$ cat src/vid_pkg.sv
package vid_pkg;

	////////////////////
	// Basic widths
	////////////////////
	typedef logic [10:0] pix_cnt_t; // H or V count
	typedef logic [11:0] aux_col_t; // Start column of an aux burst
	typedef logic [3:0]  aux_nib_t; // One aux channel value

	// Aux word as it sits in the queue
	typedef struct packed {
		aux_col_t col;  // Column where ade rises
		aux_nib_t aux2; // Most significant nibble
		aux_nib_t aux1;
		aux_nib_t aux0;
	} aux_word_t;

	// Switch codes of the board
	typedef enum logic [3:0] {
		MODE_VGA    = 4'b0000,
		MODE_SVGA   = 4'b0001,
		MODE_720P   = 4'b0010,
		MODE_XGA    = 4'b0011,
		MODE_SXGA   = 4'b1000,
		MODE_CAMERA = 4'b1001
	} vid_mode_e;

	////////////////////
	// Timing records
	////////////////////
	typedef struct packed {
		pix_cnt_t h_active; // Live pixels
		pix_cnt_t h_fporch;
		pix_cnt_t h_sync;   // HSYNC pulse width
		pix_cnt_t h_bporch;
		pix_cnt_t v_active; // Live lines
		pix_cnt_t v_fporch;
		pix_cnt_t v_sync;   // VSYNC pulse width
		pix_cnt_t v_bporch;
		logic     neg_pol;  // 1 means negative sync
	} mode_timing_t;

	typedef struct packed {
		pix_cnt_t hcount;
		pix_cnt_t vcount;
		logic     hblnk;
		logic     vblnk;
		logic     hsync_raw; // Active high, before polarity
		logic     vsync_raw;
	} raster_t;

	typedef struct packed {
		logic     ade; // Aux data enable
		aux_nib_t aux2;
		aux_nib_t aux1;
		aux_nib_t aux0;
	} aux_out_t;

	// Pack one table row
	function automatic mode_timing_t mk_timing(
		input pix_cnt_t ha, input pix_cnt_t hf, input pix_cnt_t hs, input pix_cnt_t hb,
		input pix_cnt_t va, input pix_cnt_t vf, input pix_cnt_t vs, input pix_cnt_t vb,
		input logic     neg
	);
		return '{h_active: ha, h_fporch: hf, h_sync: hs, h_bporch: hb,
			v_active: va, v_fporch: vf, v_sync: vs, v_bporch: vb, neg_pol: neg};
	endfunction

	// Mode table, unknown codes give 720p
	function automatic mode_timing_t mode_timing_lut(input vid_mode_e mode);
		case (mode)
			MODE_VGA:    return mk_timing(11'd640,  11'd16,  11'd96,  11'd48,
				11'd480,  11'd10, 11'd2, 11'd33, 1'b1); // 800 x 525
			MODE_SVGA:   return mk_timing(11'd800,  11'd40,  11'd128, 11'd88,
				11'd600,  11'd1,  11'd4, 11'd23, 1'b0);
			MODE_XGA:    return mk_timing(11'd1024, 11'd24,  11'd136, 11'd160,
				11'd768,  11'd3,  11'd6, 11'd29, 1'b1);
			MODE_SXGA:   return mk_timing(11'd1280, 11'd48,  11'd112, 11'd248,
				11'd1024, 11'd1,  11'd3, 11'd38, 1'b0);
			MODE_CAMERA: return mk_timing(11'd1280, 11'd110, 11'd39,  11'd220,
				11'd720,  11'd4,  11'd4, 11'd22, 1'b0); // Short hsync
			MODE_720P:   return mk_timing(11'd1280, 11'd110, 11'd40,  11'd220,
				11'd720,  11'd5,  11'd5, 11'd20, 1'b0);
			default:     return mk_timing(11'd1280, 11'd110, 11'd40,  11'd220,
				11'd720,  11'd5,  11'd5, 11'd20, 1'b0); // Fallback 720p
		endcase
	endfunction

	// Cycles per line
	function automatic pix_cnt_t h_total(input mode_timing_t t);
		return t.h_active + t.h_fporch + t.h_sync + t.h_bporch;
	endfunction

	// Lines per frame
	function automatic pix_cnt_t v_total(input mode_timing_t t);
		return t.v_active + t.v_fporch + t.v_sync + t.v_bporch;
	endfunction

endpackage

$ cat src/mode_select.sv
`timescale 1ns/1ps

module mode_select import vid_pkg::*; #(
	parameter int DEBOUNCE_CYCLES = 65536 // Hold time of a new code
) (
	input  logic         clk50m_bufg,
	input  logic         RSTBTN,
	input  logic [3:0]   sw,      // Raw board switches
	output mode_timing_t timing,  // Timing of the accepted mode
	output logic         restart  // One cycle on each mode change
);

	localparam int CW = $clog2(DEBOUNCE_CYCLES + 1);

	logic [3:0]    sw_meta;   // First sync flop
	logic [3:0]    sw_sync;   // Second sync flop
	logic [3:0]    sw_stable; // Last seen synchronized code
	logic [3:0]    mode_code; // Accepted code, raw so undefined codes stick
	logic [CW-1:0] deb_cnt;
	logic          settled;

	// Code held long enough
	assign settled = (deb_cnt == CW'(DEBOUNCE_CYCLES - 1));

	////////////////////
	// Sync and debounce
	////////////////////
	always_ff @(posedge clk50m_bufg) begin
		if (RSTBTN) begin
			sw_meta   <= 4'b0000;
			sw_sync   <= 4'b0000;
			sw_stable <= 4'b0000;
			deb_cnt   <= '0;
			mode_code <= MODE_VGA; // Start in VGA
			timing    <= mode_timing_lut(MODE_VGA);
			restart   <= 1'b0;
		end else begin
			sw_meta <= sw;
			sw_sync <= sw_meta;
			restart <= 1'b0; // Pulse only

			if (sw_sync != sw_stable) begin
				// Switches moved, start counting again
				sw_stable <= sw_sync;
				deb_cnt   <= '0;
			end else if (sw_stable != mode_code) begin
				if (settled) begin
					mode_code <= sw_stable;
					timing    <= mode_timing_lut(vid_mode_e'(sw_stable)); // LUT covers bad codes
					restart   <= 1'b1;
					deb_cnt   <= '0;
				end else begin
					deb_cnt <= deb_cnt + 1'b1;
				end
			end
			// Same code as the current mode leaves the counter idle
		end
	end

endmodule

$ cat src/raster_timing.sv
`timescale 1ns/1ps

module raster_timing import vid_pkg::*; (
	input  logic         clk50m_bufg,
	input  logic         RSTBTN,
	input  logic         restart, // Back to the top left corner
	input  mode_timing_t timing,
	output raster_t      raster
);

	pix_cnt_t htot_m1;  // Last column
	pix_cnt_t vtot_m1;  // Last line
	pix_cnt_t h_nx;
	pix_cnt_t v_nx;
	logic     h_wrap;
	raster_t  raster_nx;

	// Window test for the sync pulses
	function automatic logic in_win(input pix_cnt_t cnt, input pix_cnt_t lo, input pix_cnt_t len);
		return (cnt >= lo) && (cnt < lo + len);
	endfunction

	assign htot_m1 = h_total(timing) - 11'd1;
	assign vtot_m1 = v_total(timing) - 11'd1;
	assign h_wrap  = (raster.hcount == htot_m1);

	////////////////////
	// Next counts
	////////////////////
	always_comb begin
		if (restart) begin
			h_nx = '0;
			v_nx = '0;
		end else begin
			h_nx = h_wrap ? '0 : raster.hcount + 11'd1;
			if (!h_wrap)
				v_nx = raster.vcount; // Line still running
			else if (raster.vcount == vtot_m1)
				v_nx = '0;            // End of frame
			else
				v_nx = raster.vcount + 11'd1;
		end
	end

	// Flags computed from the next counts so they line up with them
	always_comb begin
		raster_nx.hcount    = h_nx;
		raster_nx.vcount    = v_nx;
		raster_nx.hblnk     = (h_nx >= timing.h_active);
		raster_nx.vblnk     = (v_nx >= timing.v_active);
		raster_nx.hsync_raw = in_win(h_nx, timing.h_active + timing.h_fporch, timing.h_sync);
		raster_nx.vsync_raw = in_win(v_nx, timing.v_active + timing.v_fporch, timing.v_sync);
	end

	////////////////////
	// Counter registers
	////////////////////
	always_ff @(posedge clk50m_bufg) begin
		if (RSTBTN)
			raster <= '0; // Counts 0, no blank, no sync
		else
			raster <= raster_nx;
	end

endmodule

$ cat src/aux_scheduler.sv
`timescale 1ns/1ps

module aux_scheduler import vid_pkg::*; #(
	parameter int AUX_BURST = 32 // ade cycles per word
) (
	input  logic         clk50m_bufg,
	input  logic         RSTBTN,
	input  logic         restart,
	input  mode_timing_t timing,
	input  raster_t      raster,
	input  logic         aux_valid, // Queue not empty
	input  aux_word_t    aux_word,  // Head of the FWFT queue
	output logic         aux_take,  // Pop strobe
	output aux_out_t     aux
);

	localparam int BW = $clog2(AUX_BURST + 1);

	typedef enum logic [1:0] {
		IDLE,     // Waiting for a word
		TAKE,     // Word popped, checking column
		WAIT_COL, // Waiting for the start column
		BURST     // ade high
	} aux_state_e;

	aux_state_e    state;
	aux_word_t     word_q;    // Popped word
	logic [BW-1:0] burst_cnt;
	logic          ade_q;
	aux_col_t      win_lo;    // First legal column
	aux_col_t      win_hi;    // Last legal column
	logic          col_ok;
	logic          col_hit;
	logic          pop;

	////////////////////
	// Column checks
	////////////////////
	assign win_lo  = {1'b0, timing.h_active};
	assign win_hi  = {1'b0, h_total(timing)} - aux_col_t'(AUX_BURST); // Burst ends by line end
	assign col_ok  = (word_q.col >= win_lo) && (word_q.col <= win_hi);
	assign col_hit = (({1'b0, raster.hcount} + 12'd1) == word_q.col); // One early, ade is registered
	assign pop     = (state == IDLE) && aux_valid && !restart;

	////////////////////
	// Scheduler FSM
	////////////////////
	always_ff @(posedge clk50m_bufg) begin
		if (RSTBTN || restart) begin
			state     <= IDLE;
			aux_take  <= 1'b0;
			ade_q     <= 1'b0;
			burst_cnt <= '0;
		end else begin
			aux_take <= 1'b0; // Single cycle strobe
			case (state)
				IDLE: begin
					if (aux_valid) begin
						aux_take <= 1'b1;
						state    <= TAKE;
					end
				end
				TAKE: begin
					// Out of window words are dropped here
					state <= col_ok ? WAIT_COL : IDLE;
				end
				WAIT_COL: begin
					if (col_hit) begin
						ade_q     <= 1'b1;
						burst_cnt <= '0;
						state     <= BURST;
					end
				end
				BURST: begin
					if (burst_cnt == BW'(AUX_BURST - 1)) begin
						ade_q <= 1'b0; // Last burst cycle
						state <= IDLE;
					end else begin
						burst_cnt <= burst_cnt + 1'b1;
					end
				end
			endcase
		end
	end

	// Word capture at the pop
	always_ff @(posedge clk50m_bufg) begin
		if (pop)
			word_q <= aux_word;
	end

	// Nibbles held for the whole burst
	assign aux = '{ade: ade_q, aux2: word_q.aux2, aux1: word_q.aux1, aux0: word_q.aux0};

endmodule

$ cat src/video_out_stage.sv
`timescale 1ns/1ps

module video_out_stage import vid_pkg::*; (
	input  logic         clk50m_bufg,
	input  logic         RSTBTN,
	input  mode_timing_t timing, // Only the polarity bit
	input  raster_t      raster,
	input  aux_out_t     aux,
	output logic         hsync,
	output logic         vsync,
	output logic         vde,
	output logic         ade,
	output aux_nib_t     aux0,
	output aux_nib_t     aux1,
	output aux_nib_t     aux2
);

	logic     hsync_s1;
	logic     vsync_s1;
	logic     vde_s1;
	logic     ade_s1;
	aux_nib_t aux0_s1;
	aux_nib_t aux1_s1;
	aux_nib_t aux2_s1;

	////////////////////
	// Control pipe
	////////////////////
	always_ff @(posedge clk50m_bufg) begin
		if (RSTBTN) begin
			hsync_s1 <= timing.neg_pol; // Inactive level
			vsync_s1 <= timing.neg_pol;
			vde_s1   <= 1'b0;
			ade_s1   <= 1'b0;
			hsync    <= timing.neg_pol;
			vsync    <= timing.neg_pol;
			vde      <= 1'b0;
			ade      <= 1'b0;
		end else begin
			hsync_s1 <= raster.hsync_raw ^ timing.neg_pol; // Apply polarity
			vsync_s1 <= raster.vsync_raw ^ timing.neg_pol;
			vde_s1   <= !raster.hblnk && !raster.vblnk;    // Live area
			ade_s1   <= aux.ade;
			hsync    <= hsync_s1;
			vsync    <= vsync_s1;
			vde      <= vde_s1;
			ade      <= ade_s1;
		end
	end

	// Aux nibbles, same two stages
	always_ff @(posedge clk50m_bufg) begin
		aux0_s1 <= aux.aux0;
		aux1_s1 <= aux.aux1;
		aux2_s1 <= aux.aux2;
		aux0    <= aux0_s1;
		aux1    <= aux1_s1;
		aux2    <= aux2_s1;
	end

endmodule

$ cat src/dvi_timing_top.sv
`timescale 1ns/1ps

module dvi_timing_top import vid_pkg::*; #(
	parameter int DEBOUNCE_CYCLES = 65536, // Switch hold time
	parameter int AUX_BURST       = 32     // ade burst length
) (
	input  logic       clk50m_bufg,
	input  logic       RSTBTN,
	input  logic [3:0] sw,
	input  logic       aux_valid,
	input  aux_word_t  aux_word,
	output logic       aux_take,
	output logic       hsync,
	output logic       vsync,
	output logic       vde,
	output logic       ade,
	output aux_nib_t   aux0,
	output aux_nib_t   aux1,
	output aux_nib_t   aux2
);

	mode_timing_t timing;  // Current mode table row
	logic         restart; // Mode change pulse
	raster_t      raster;
	aux_out_t     aux;

	////////////////////
	// Mode select
	////////////////////
	mode_select #(
		.DEBOUNCE_CYCLES(DEBOUNCE_CYCLES)
	) u_mode_select (
		.clk50m_bufg(clk50m_bufg),
		.RSTBTN     (RSTBTN),
		.sw         (sw),
		.timing     (timing),
		.restart    (restart)
	);

	// Raster counters
	raster_timing u_raster_timing (
		.clk50m_bufg(clk50m_bufg),
		.RSTBTN     (RSTBTN),
		.restart    (restart),
		.timing     (timing),
		.raster     (raster)
	);

	// Aux bursts in hblank
	aux_scheduler #(
		.AUX_BURST(AUX_BURST)
	) u_aux_scheduler (
		.clk50m_bufg(clk50m_bufg),
		.RSTBTN     (RSTBTN),
		.restart    (restart),
		.timing     (timing),
		.raster     (raster),
		.aux_valid  (aux_valid),
		.aux_word   (aux_word),
		.aux_take   (aux_take),
		.aux        (aux)
	);

	////////////////////
	// Output registers
	////////////////////
	video_out_stage u_video_out_stage (
		.clk50m_bufg(clk50m_bufg),
		.RSTBTN     (RSTBTN),
		.timing     (timing),
		.raster     (raster),
		.aux        (aux),
		.hsync      (hsync),
		.vsync      (vsync),
		.vde        (vde),
		.ade        (ade),
		.aux0       (aux0),
		.aux1       (aux1),
		.aux2       (aux2)
	);

endmodule

$ cat config.mk
export PLATFORM = sky130hd
export DESIGN_NAME = dvi_timing_top
export DESIGN_NICKNAME = d
export VERILOG_FILES = /design/src/vid_pkg.sv /design/src/mode_select.sv /design/src/raster_timing.sv /design/src/aux_scheduler.sv /design/src/video_out_stage.sv /design/src/dvi_timing_top.sv
export SDC_FILE = /design/constraint.sdc
export NUM_CORES = 1
export LEC_CHECK = 0
export BUFFER_PORTS_ARGS = -buffer_cell sky130_fd_sc_hd__buf_2
export CAP_MARGIN = 10
export CORE_MARGIN = 2
export CORE_UTILIZATION = 60
export CTS_BUF_LIST = sky130_fd_sc_hd__clkbuf_8
export CTS_CLUSTER_DIAMETER = 60
export DETAILED_ROUTE_END_ITERATION = 10
export GPL_ROUTABILITY_DRIVEN = 1
export PLACE_DENSITY = 0.77
export SYNTH_ARGS = -nofsm -noshare
export SYNTH_HDL_FRONTEND = slang
export SYNTH_HIERARCHICAL = 1
export SYNTH_SLANG_ARGS = --single-unit
$ cat constraint.sdc
create_clock -name clk50m_bufg -period 8.4 [get_ports clk50m_bufg]
set_input_delay 1.68 -clock clk50m_bufg [delete_from_list [all_inputs] [get_ports clk50m_bufg]]
set_output_delay 1.68 -clock clk50m_bufg [all_outputs]
set_load 0.05 [all_outputs]
==> impl_metrics.json, run 1 <==
{
  "cp_max_fo": 11,
  "outcome": "complete, no violations",
  "start_util_pct": 61.0,
  "grt_first_pass_wirelength_um": 47000,
  "hold_viol_final": 0,
  "cts_root_buffer": "clkbuf_8",
  "clk_path_buf_depth": 2,
  "post-route-period-util_pct": 89.4,
  "n_antenna_cell": 0,
  "synth.ff_latch_count": 151,
  "finalWirelength_um": 28900,
  "nets": 1710,
  "die_area_mm2": 0.0225,
  "worst_pin_slew_ns": 0.865,
  "viasPerCell": 5.65,
  "worst_ep_required_time_ns": 8.80,
  "place_inst": 1730,
  "grt_max_degree": 71,
  "die_w_um": 150,
  "yosysTopAreaCell": "dfxtp_1",
  "end_kind": "flop",
  "insertion_delay_ns": 0.47,
  "track_usage_pct": 26.1,
  "htree_levels": 4,
  "p_leak_nw": 6.05,
  "synth_area_per_cell_um2": 8.74,
  "synth.area.top_cells": "dfxtp_1 20%, ha_1 18%, edfxtp_1 5.6%",
  "slowest_stage": "dfxtp_1",
  "coreArea_mm2": 0.0210,
  "dp_hpwl_um": 22700,
  "yosys_warnings": 6,
  "timing.hold.ws_ns": 0.328,
  "drt-initial-drc-count": 655,
  "netlist_instances": 1462,
  "hold_class": "reg2reg",
  "slew_headroom_pct": 42.4,
  "die_h_um": 150,
  "pre_cts_ws_ns": 1.04,
  "place_congestion": 0.962,
  "powerDensity_mw_per_mm2": 153,
  "cts_buffers": 17,
  "syn_area_mm2": 0.0128,
  "critPathArrivalTime_ns": 7.91,
  "synth_top_area_share_pct": 19.9,
  "rsz0062_at_grt": "no",
  "synth_cell_type_count": 89,
  "async_reset_ff_share_pct": 0,
  "finalClockSkew_ns": 0.0163,
  "io_buffers": 47,
  "grt-ovfl-total": 0,
  "period_needed_ns": 7.51,
  "ios": 48,
  "cp-start-kind": "flop",
  "setup_ws_ns": 0.890,
  "antenna_found_initial": 1,
  "max_stage_delay_ns": 0.66,
  "clock_sink_count": 151,
  "synth-main-ff-cell": "dfxtp_1",
  "drive_gt1_share_pct": 7.73,
  "ctsHoldBuffers": 0,
  "synth_edf_count": 24,
  "rows": 53,
  "path_class": "reg2reg",
  "cts_setup_buffers": 0,
  "clkTransAtPathRegs_ns": 0.10,
  "setup_tns_ns": 0,
  "antenna_left": 0,
  "syn_to_final_growth_pct": 3.80,
  "ys_seq_area_share_pct": 25.5,
  "grt_pass1_vias": 9761,
  "timing.fmax_mhz": 133,
  "drc": 0,
  "wire_per_inst_um": 16.4,
  "cts_tree": "built",
  "drv_cap": 0,
  "ir_worst_vdd_mv": 0.104,
  "dr.pass1.iters": 5,
  "via_count": 9954,
  "ctsResizeCount": 0,
  "slew_viol_final": 0,
  "final_cells": 1762,
  "setup_viol": 0
}
-- cell usage after synthesis, types with 7 or more instances --
| cell type | n |
|---|---|
| ha_1 | 179 |
| a21o_1 | 30 |
| xor2_1 | 64 |
| nand2b_1 | 28 |
| o21a_1 | 24 |
| o21bai_1 | 23 |
| nand3_1 | 27 |
| nand4_1 | 19 |
| nor2b_1 | 38 |
| and3_1 | 10 |
| nor3_1 | 35 |
| buf_4 | 82 |
| nor3b_1 | 7 |
| xnor2_1 | 75 |
| dfxtp_1 | 127 |
| edfxtp_1 | 24 |
| nand2_1 | 65 |
| inv_1 | 181 |
| fa_1 | 26 |
| nor4_1 | 10 |
| a21oi_1 | 77 |
| a211oi_1 | 12 |
| clkbuf_1 | 12 |
| a31oi_1 | 7 |
| o21ai_0 | 50 |
| o211ai_1 | 7 |
| nor2_1 | 92 |
| or4_1 | 8 |
-- flip-flops by register name (all words and copies together) (netlist names), 6 cells and up, named ones only --
register,flops
u_raster_timing/raster,26
u_aux_scheduler/word_q,12
u_aux_scheduler/burst_cnt,6
u_mode_select/timing,25
u_mode_select/deb_cnt,17
u_aux_scheduler/aux,12
-- cell families (layout without fill, tap and decap cells) --
kind of cell             after synthesis  after routing  share of synthesized area (%)
XOR/XNOR                             141            141                           9.89
adder cells (fa/ha/maj)              206            206                           21.7
other                                  1             42                         0.0294
flip-flops                           151            151                           25.5
buffers and inverters                282            266                           10.7
multiplexers                           3              3                          0.274
AO/OA/AOI/OAI                        288            288                           15.2
AND/OR/NAND/NOR                      390            390                           16.6
-- final timing paths --
path | slack, ns | endpoint | depth (start not counted) | from
setup / recovery | 0.89 | u_raster_timing/raster[0] | 30 | u_mode_select/timing[69]
hold / removal | 0.33 | u_video_out_stage/aux1[3] | 0 | u_video_out_stage/aux1_s1[3]
hold reg to reg | 0.33 | u_video_out_stage/aux1[3] | 0 | u_video_out_stage/aux1_s1[3]
setup reg to reg | 0.89 | u_raster_timing/raster[0] | 30 | u_mode_select/timing[69]
-- per-stage QoR --
| step | util, % | cell area, µm² | power, mW |
|---|---|---|---|
| 2_1_floorplan | - | 12900 | 1.34 |
| 3_3_place_gp | 61.4 | 12900 | 1.43 |
| 3_5_place_dp | 61.4 | 12900 | 1.46 |
| 4_1_cts | 63.3 | 13300 | 2.03 |
| 5_1_grt | 63.3 | 13300 | 2.15 |
| 6_report | 63.3 | 13300 | 2.03 |
-- routing by layer --
| metal | up-vias | wire length, µm | GRT usage, % |
|---|---|---|---|
| met2 | 224 | 14000 | 44.9 |
| met4 | 2 | 397 | 6.70 |
| met5 | - | 7 | 0 |
| met1 | 4737 | 13300 | 34.9 |
| met3 | 32 | 1280 | 3.17 |
| li1 | 4959 | - | - |
-- where the power goes --
part	leakage, nW	internal (mW)	switching (mW)
clock network	0.202	0.248	0.327
registers	1.27	0.760	0.0202
logic	4.58	0.296	0.380
total	6.05	1.30	0.727
-- cells in the final DEF (no fill, tap or decap), drive strengths merged, types with 10 or more instances in the layout --
cell / count
fa: 26
nor4: 11
nand3: 29
ha: 179
a211oi: 12
and3: 10
inv: 188
a21oi: 77
o21ai: 54
nor2b: 38
buf: 53
o21a: 24
or4: 10
dfxtp: 127
nand2b: 28
xor2: 64
a21o: 30
o21bai: 23
xnor2: 75
nor2: 94
nand2: 66
nor3: 37
edfxtp: 24
clkbuf: 17
nand4: 21
conb: 42
-- worst max-delay path: cells and delay by family, from the launching register on --
kind	cells	cell delay (ns)
adder cells (fa/ha/maj)	6	2.30
AO/OA/AOI/OAI	10	2.25
AND/OR/NAND/NOR	10	1.79
flip-flops	1	0.66
XOR/XNOR	2	0.29
buffers and inverters	2	0.17
-- cell type report --
type / count / area (µm²)
Clock buffer: 17 / 234
Clock inverter: 15 / 164
Fill cell: 1802 / 7700
Inverter: 181 / 679
Multi-Input combinational cell: 1070 / 8290
Sequential cell: 151 / 3260
Tap cell: 275 / 344
Timing Repair Buffer: 53 / 280
Power figures use the tool's default switching activity.
==> run 2, diff against run 1 <==
- REMOVE_ABC_BUFFERS: default -> 1
==> impl_metrics.json, run 2 (synthesized netlist as in run 1, its figures left out) <==
{
  "hold_viol_final": 0,
  "rows": 53,
  "place_congestion": 0.921,
  "cp-start-kind": "flop",
  "period_needed_ns": 7.59,
  "largest_reg_flops": 26,
  "reg2reg_slack_ns": 0.81,
  "grt-ovfl-total": 0,
  "path_class": "reg2reg",
  "ir_worst_vdd_mv": 0.119,
  "antenna_left": 0,
  "dr.pass1.iters": 5,
  "timing.fmax_mhz": 132,
  "p_leak_nw": 6.06,
  "timing.hold.ws_ns": 0.336,
  "post-route-period-util_pct": 90.3,
  "cts_buffers": 17,
  "clock_sink_count": 151,
  "wire_per_inst_um": 16.1,
  "rr_endpoint": "u_raster_timing/raster[0]",
  "clk_path_buf_depth": 2,
  "grt_max_degree": 71,
  "crit_end": "u_raster_timing/raster[0]",
  "slew_viol_final": 0,
  "regMostFlops": "u_raster_timing/raster",
  "viasPerCell": 5.66,
  "dp_hpwl_um": 22200,
  "cts_root_buffer": "clkbuf_8",
  "holdPathStages": 0,
  "rsz0062_at_grt": "no",
  "drive_gt1_share_pct": 7.74,
  "die_w_um": 150,
  "grt_first_pass_wirelength_um": 46100,
  "startpoint": "u_mode_select/timing[42]",
  "ctsHoldBuffers": 0,
  "end_kind": "flop",
  "syn_to_final_growth_pct": 4.04,
  "setup_viol": 0,
  "die_h_um": 150,
  "htree_levels": 4,
  "ctsResizeCount": 0,
  "start_util_pct": 61.0,
  "setup_tns_ns": 0,
  "drc": 0,
  "coreArea_mm2": 0.0210,
  "fill_cells": 1774,
  "cts_setup_buffers": 0,
  "insertion_delay_ns": 0.46,
  "via_count": 9966,
  "clkTransAtPathRegs_ns": 0.10,
  "hold_class": "reg2reg",
  "ios": 48,
  "worst_pin_slew_ns": 0.906,
  "layout_common_cells": "181 x inv_1, 179 x ha_1, 127 x dfxtp_1",
  "n_antenna_cell": 0,
  "drv_cap": 0,
  "finalClockSkew_ns": 0.0162,
  "critPathArrivalTime_ns": 7.98,
  "cp_max_fo": 9,
  "mostFrequentLayoutCell": "inv_1",
  "slowest_stage": "dfxtp_1",
  "r2r_start": "u_mode_select/timing[42]",
  "reg_top3": "u_raster_timing/raster: 26 flops, u_mode_select/timing: 25 flops, u_mode_select/deb_cnt: 17 flops",
  "place_inst": 1729,
  "slew_headroom_pct": 39.6,
  "worst_ep_required_time_ns": 8.79,
  "powerDensity_mw_per_mm2": 154,
  "nets": 1709,
  "antenna_found_initial": 0,
  "io_buffers": 47,
  "die_area_mm2": 0.0225,
  "cp_common_cell": "a21oi_1",
  "final_cells": 1761,
  "max_stage_delay_ns": 0.56,
  "track_usage_pct": 25.7,
  "grt_pass1_vias": 9590,
  "finalWirelength_um": 28400,
  "reg2regPathDepth": 32,
  "cts_tree": "built",
  "drt-initial-drc-count": 626,
  "outcome": "complete, no violations"
}
## run 2: cell count changes in the layout (fill, tap and decap cells not counted), sizes merged
cell | previous run | this run
clkinv | 6 | 4
buf | 53 | 52
bufinv | 1 | 2
inv | 188 | 189
## run 2: where the power goes
part | switching, mW | internal (mW)
Clock | 0.320 | 0.282
Sequential | 0.0194 | 0.760
Combinational | 0.374 | 0.295
## run 2: area by class of cell
class	count	area (µm²)	area share, %
Clock buffer	17	234	1.76
Inverter	181	679	5.11
Clock inverter	15	201	1.52
Tap cell	275	344	2.59
Multi-Input combinational cell	1070	8290	62.4
Sequential cell	151	3260	24.6
Timing Repair Buffer	52	273	2.05
## run 2: critical path, delay by kind of cell, from the launching register on
kind / cells / cell delay (ns)
AND/OR/NAND/NOR: 6 / 1.22
XOR/XNOR: 2 / 0.25
flip-flops: 1 / 0.56
buffers and inverters: 3 / 0.24
AO/OA/AOI/OAI: 15 / 3.31
adder cells (fa/ha/maj): 6 / 1.92
## run 2: how the worst min path moves through the flow
| stage | startpoint | to | slack [ns] |
|---|---|---|---|
| floorplan | u_video_out_stage/aux0_s1[0] | u_video_out_stage/aux0[0] | 0.31 |
| global placement | u_video_out_stage/aux1_s1[2] | u_video_out_stage/aux1[2] | 0.31 |
| detailed placement | u_video_out_stage/aux2_s1[0] | u_video_out_stage/aux2[0] | 0.32 |
| CTS | u_video_out_stage/aux2_s1[0] | u_video_out_stage/aux2[0] | 0.34 |
| global route | u_video_out_stage/aux2_s1[3] | u_video_out_stage/aux2[3] | 0.34 |
| finish | u_video_out_stage/aux2_s1[3] | u_video_out_stage/aux2[3] | 0.34 |
## run 2: per-stage QoR
stage               power, mW  util [%]  worst slack (ns)  cell area [µm²]
floorplan                1.32         -              1.84            12200
global placement         1.43      61.3              1.04            12900
detailed placement       1.45      61.3             0.908            12900
CTS                      2.06      63.4             0.895            13300
global route             2.19      63.4             0.238            13300
finish                   2.05      63.4             0.814            13300
## run 2: layer usage
metal	global-route usage, %	wire, µm	share of wire [%]	vias to the layer above
li1	-	-	-	4968
met1	33.2	12600	45	4676
met2	43.7	13400	47	275
met3	4.57	1670	5.9	47
met4	8.16	675	2.4	0
met5	0	0	0	-
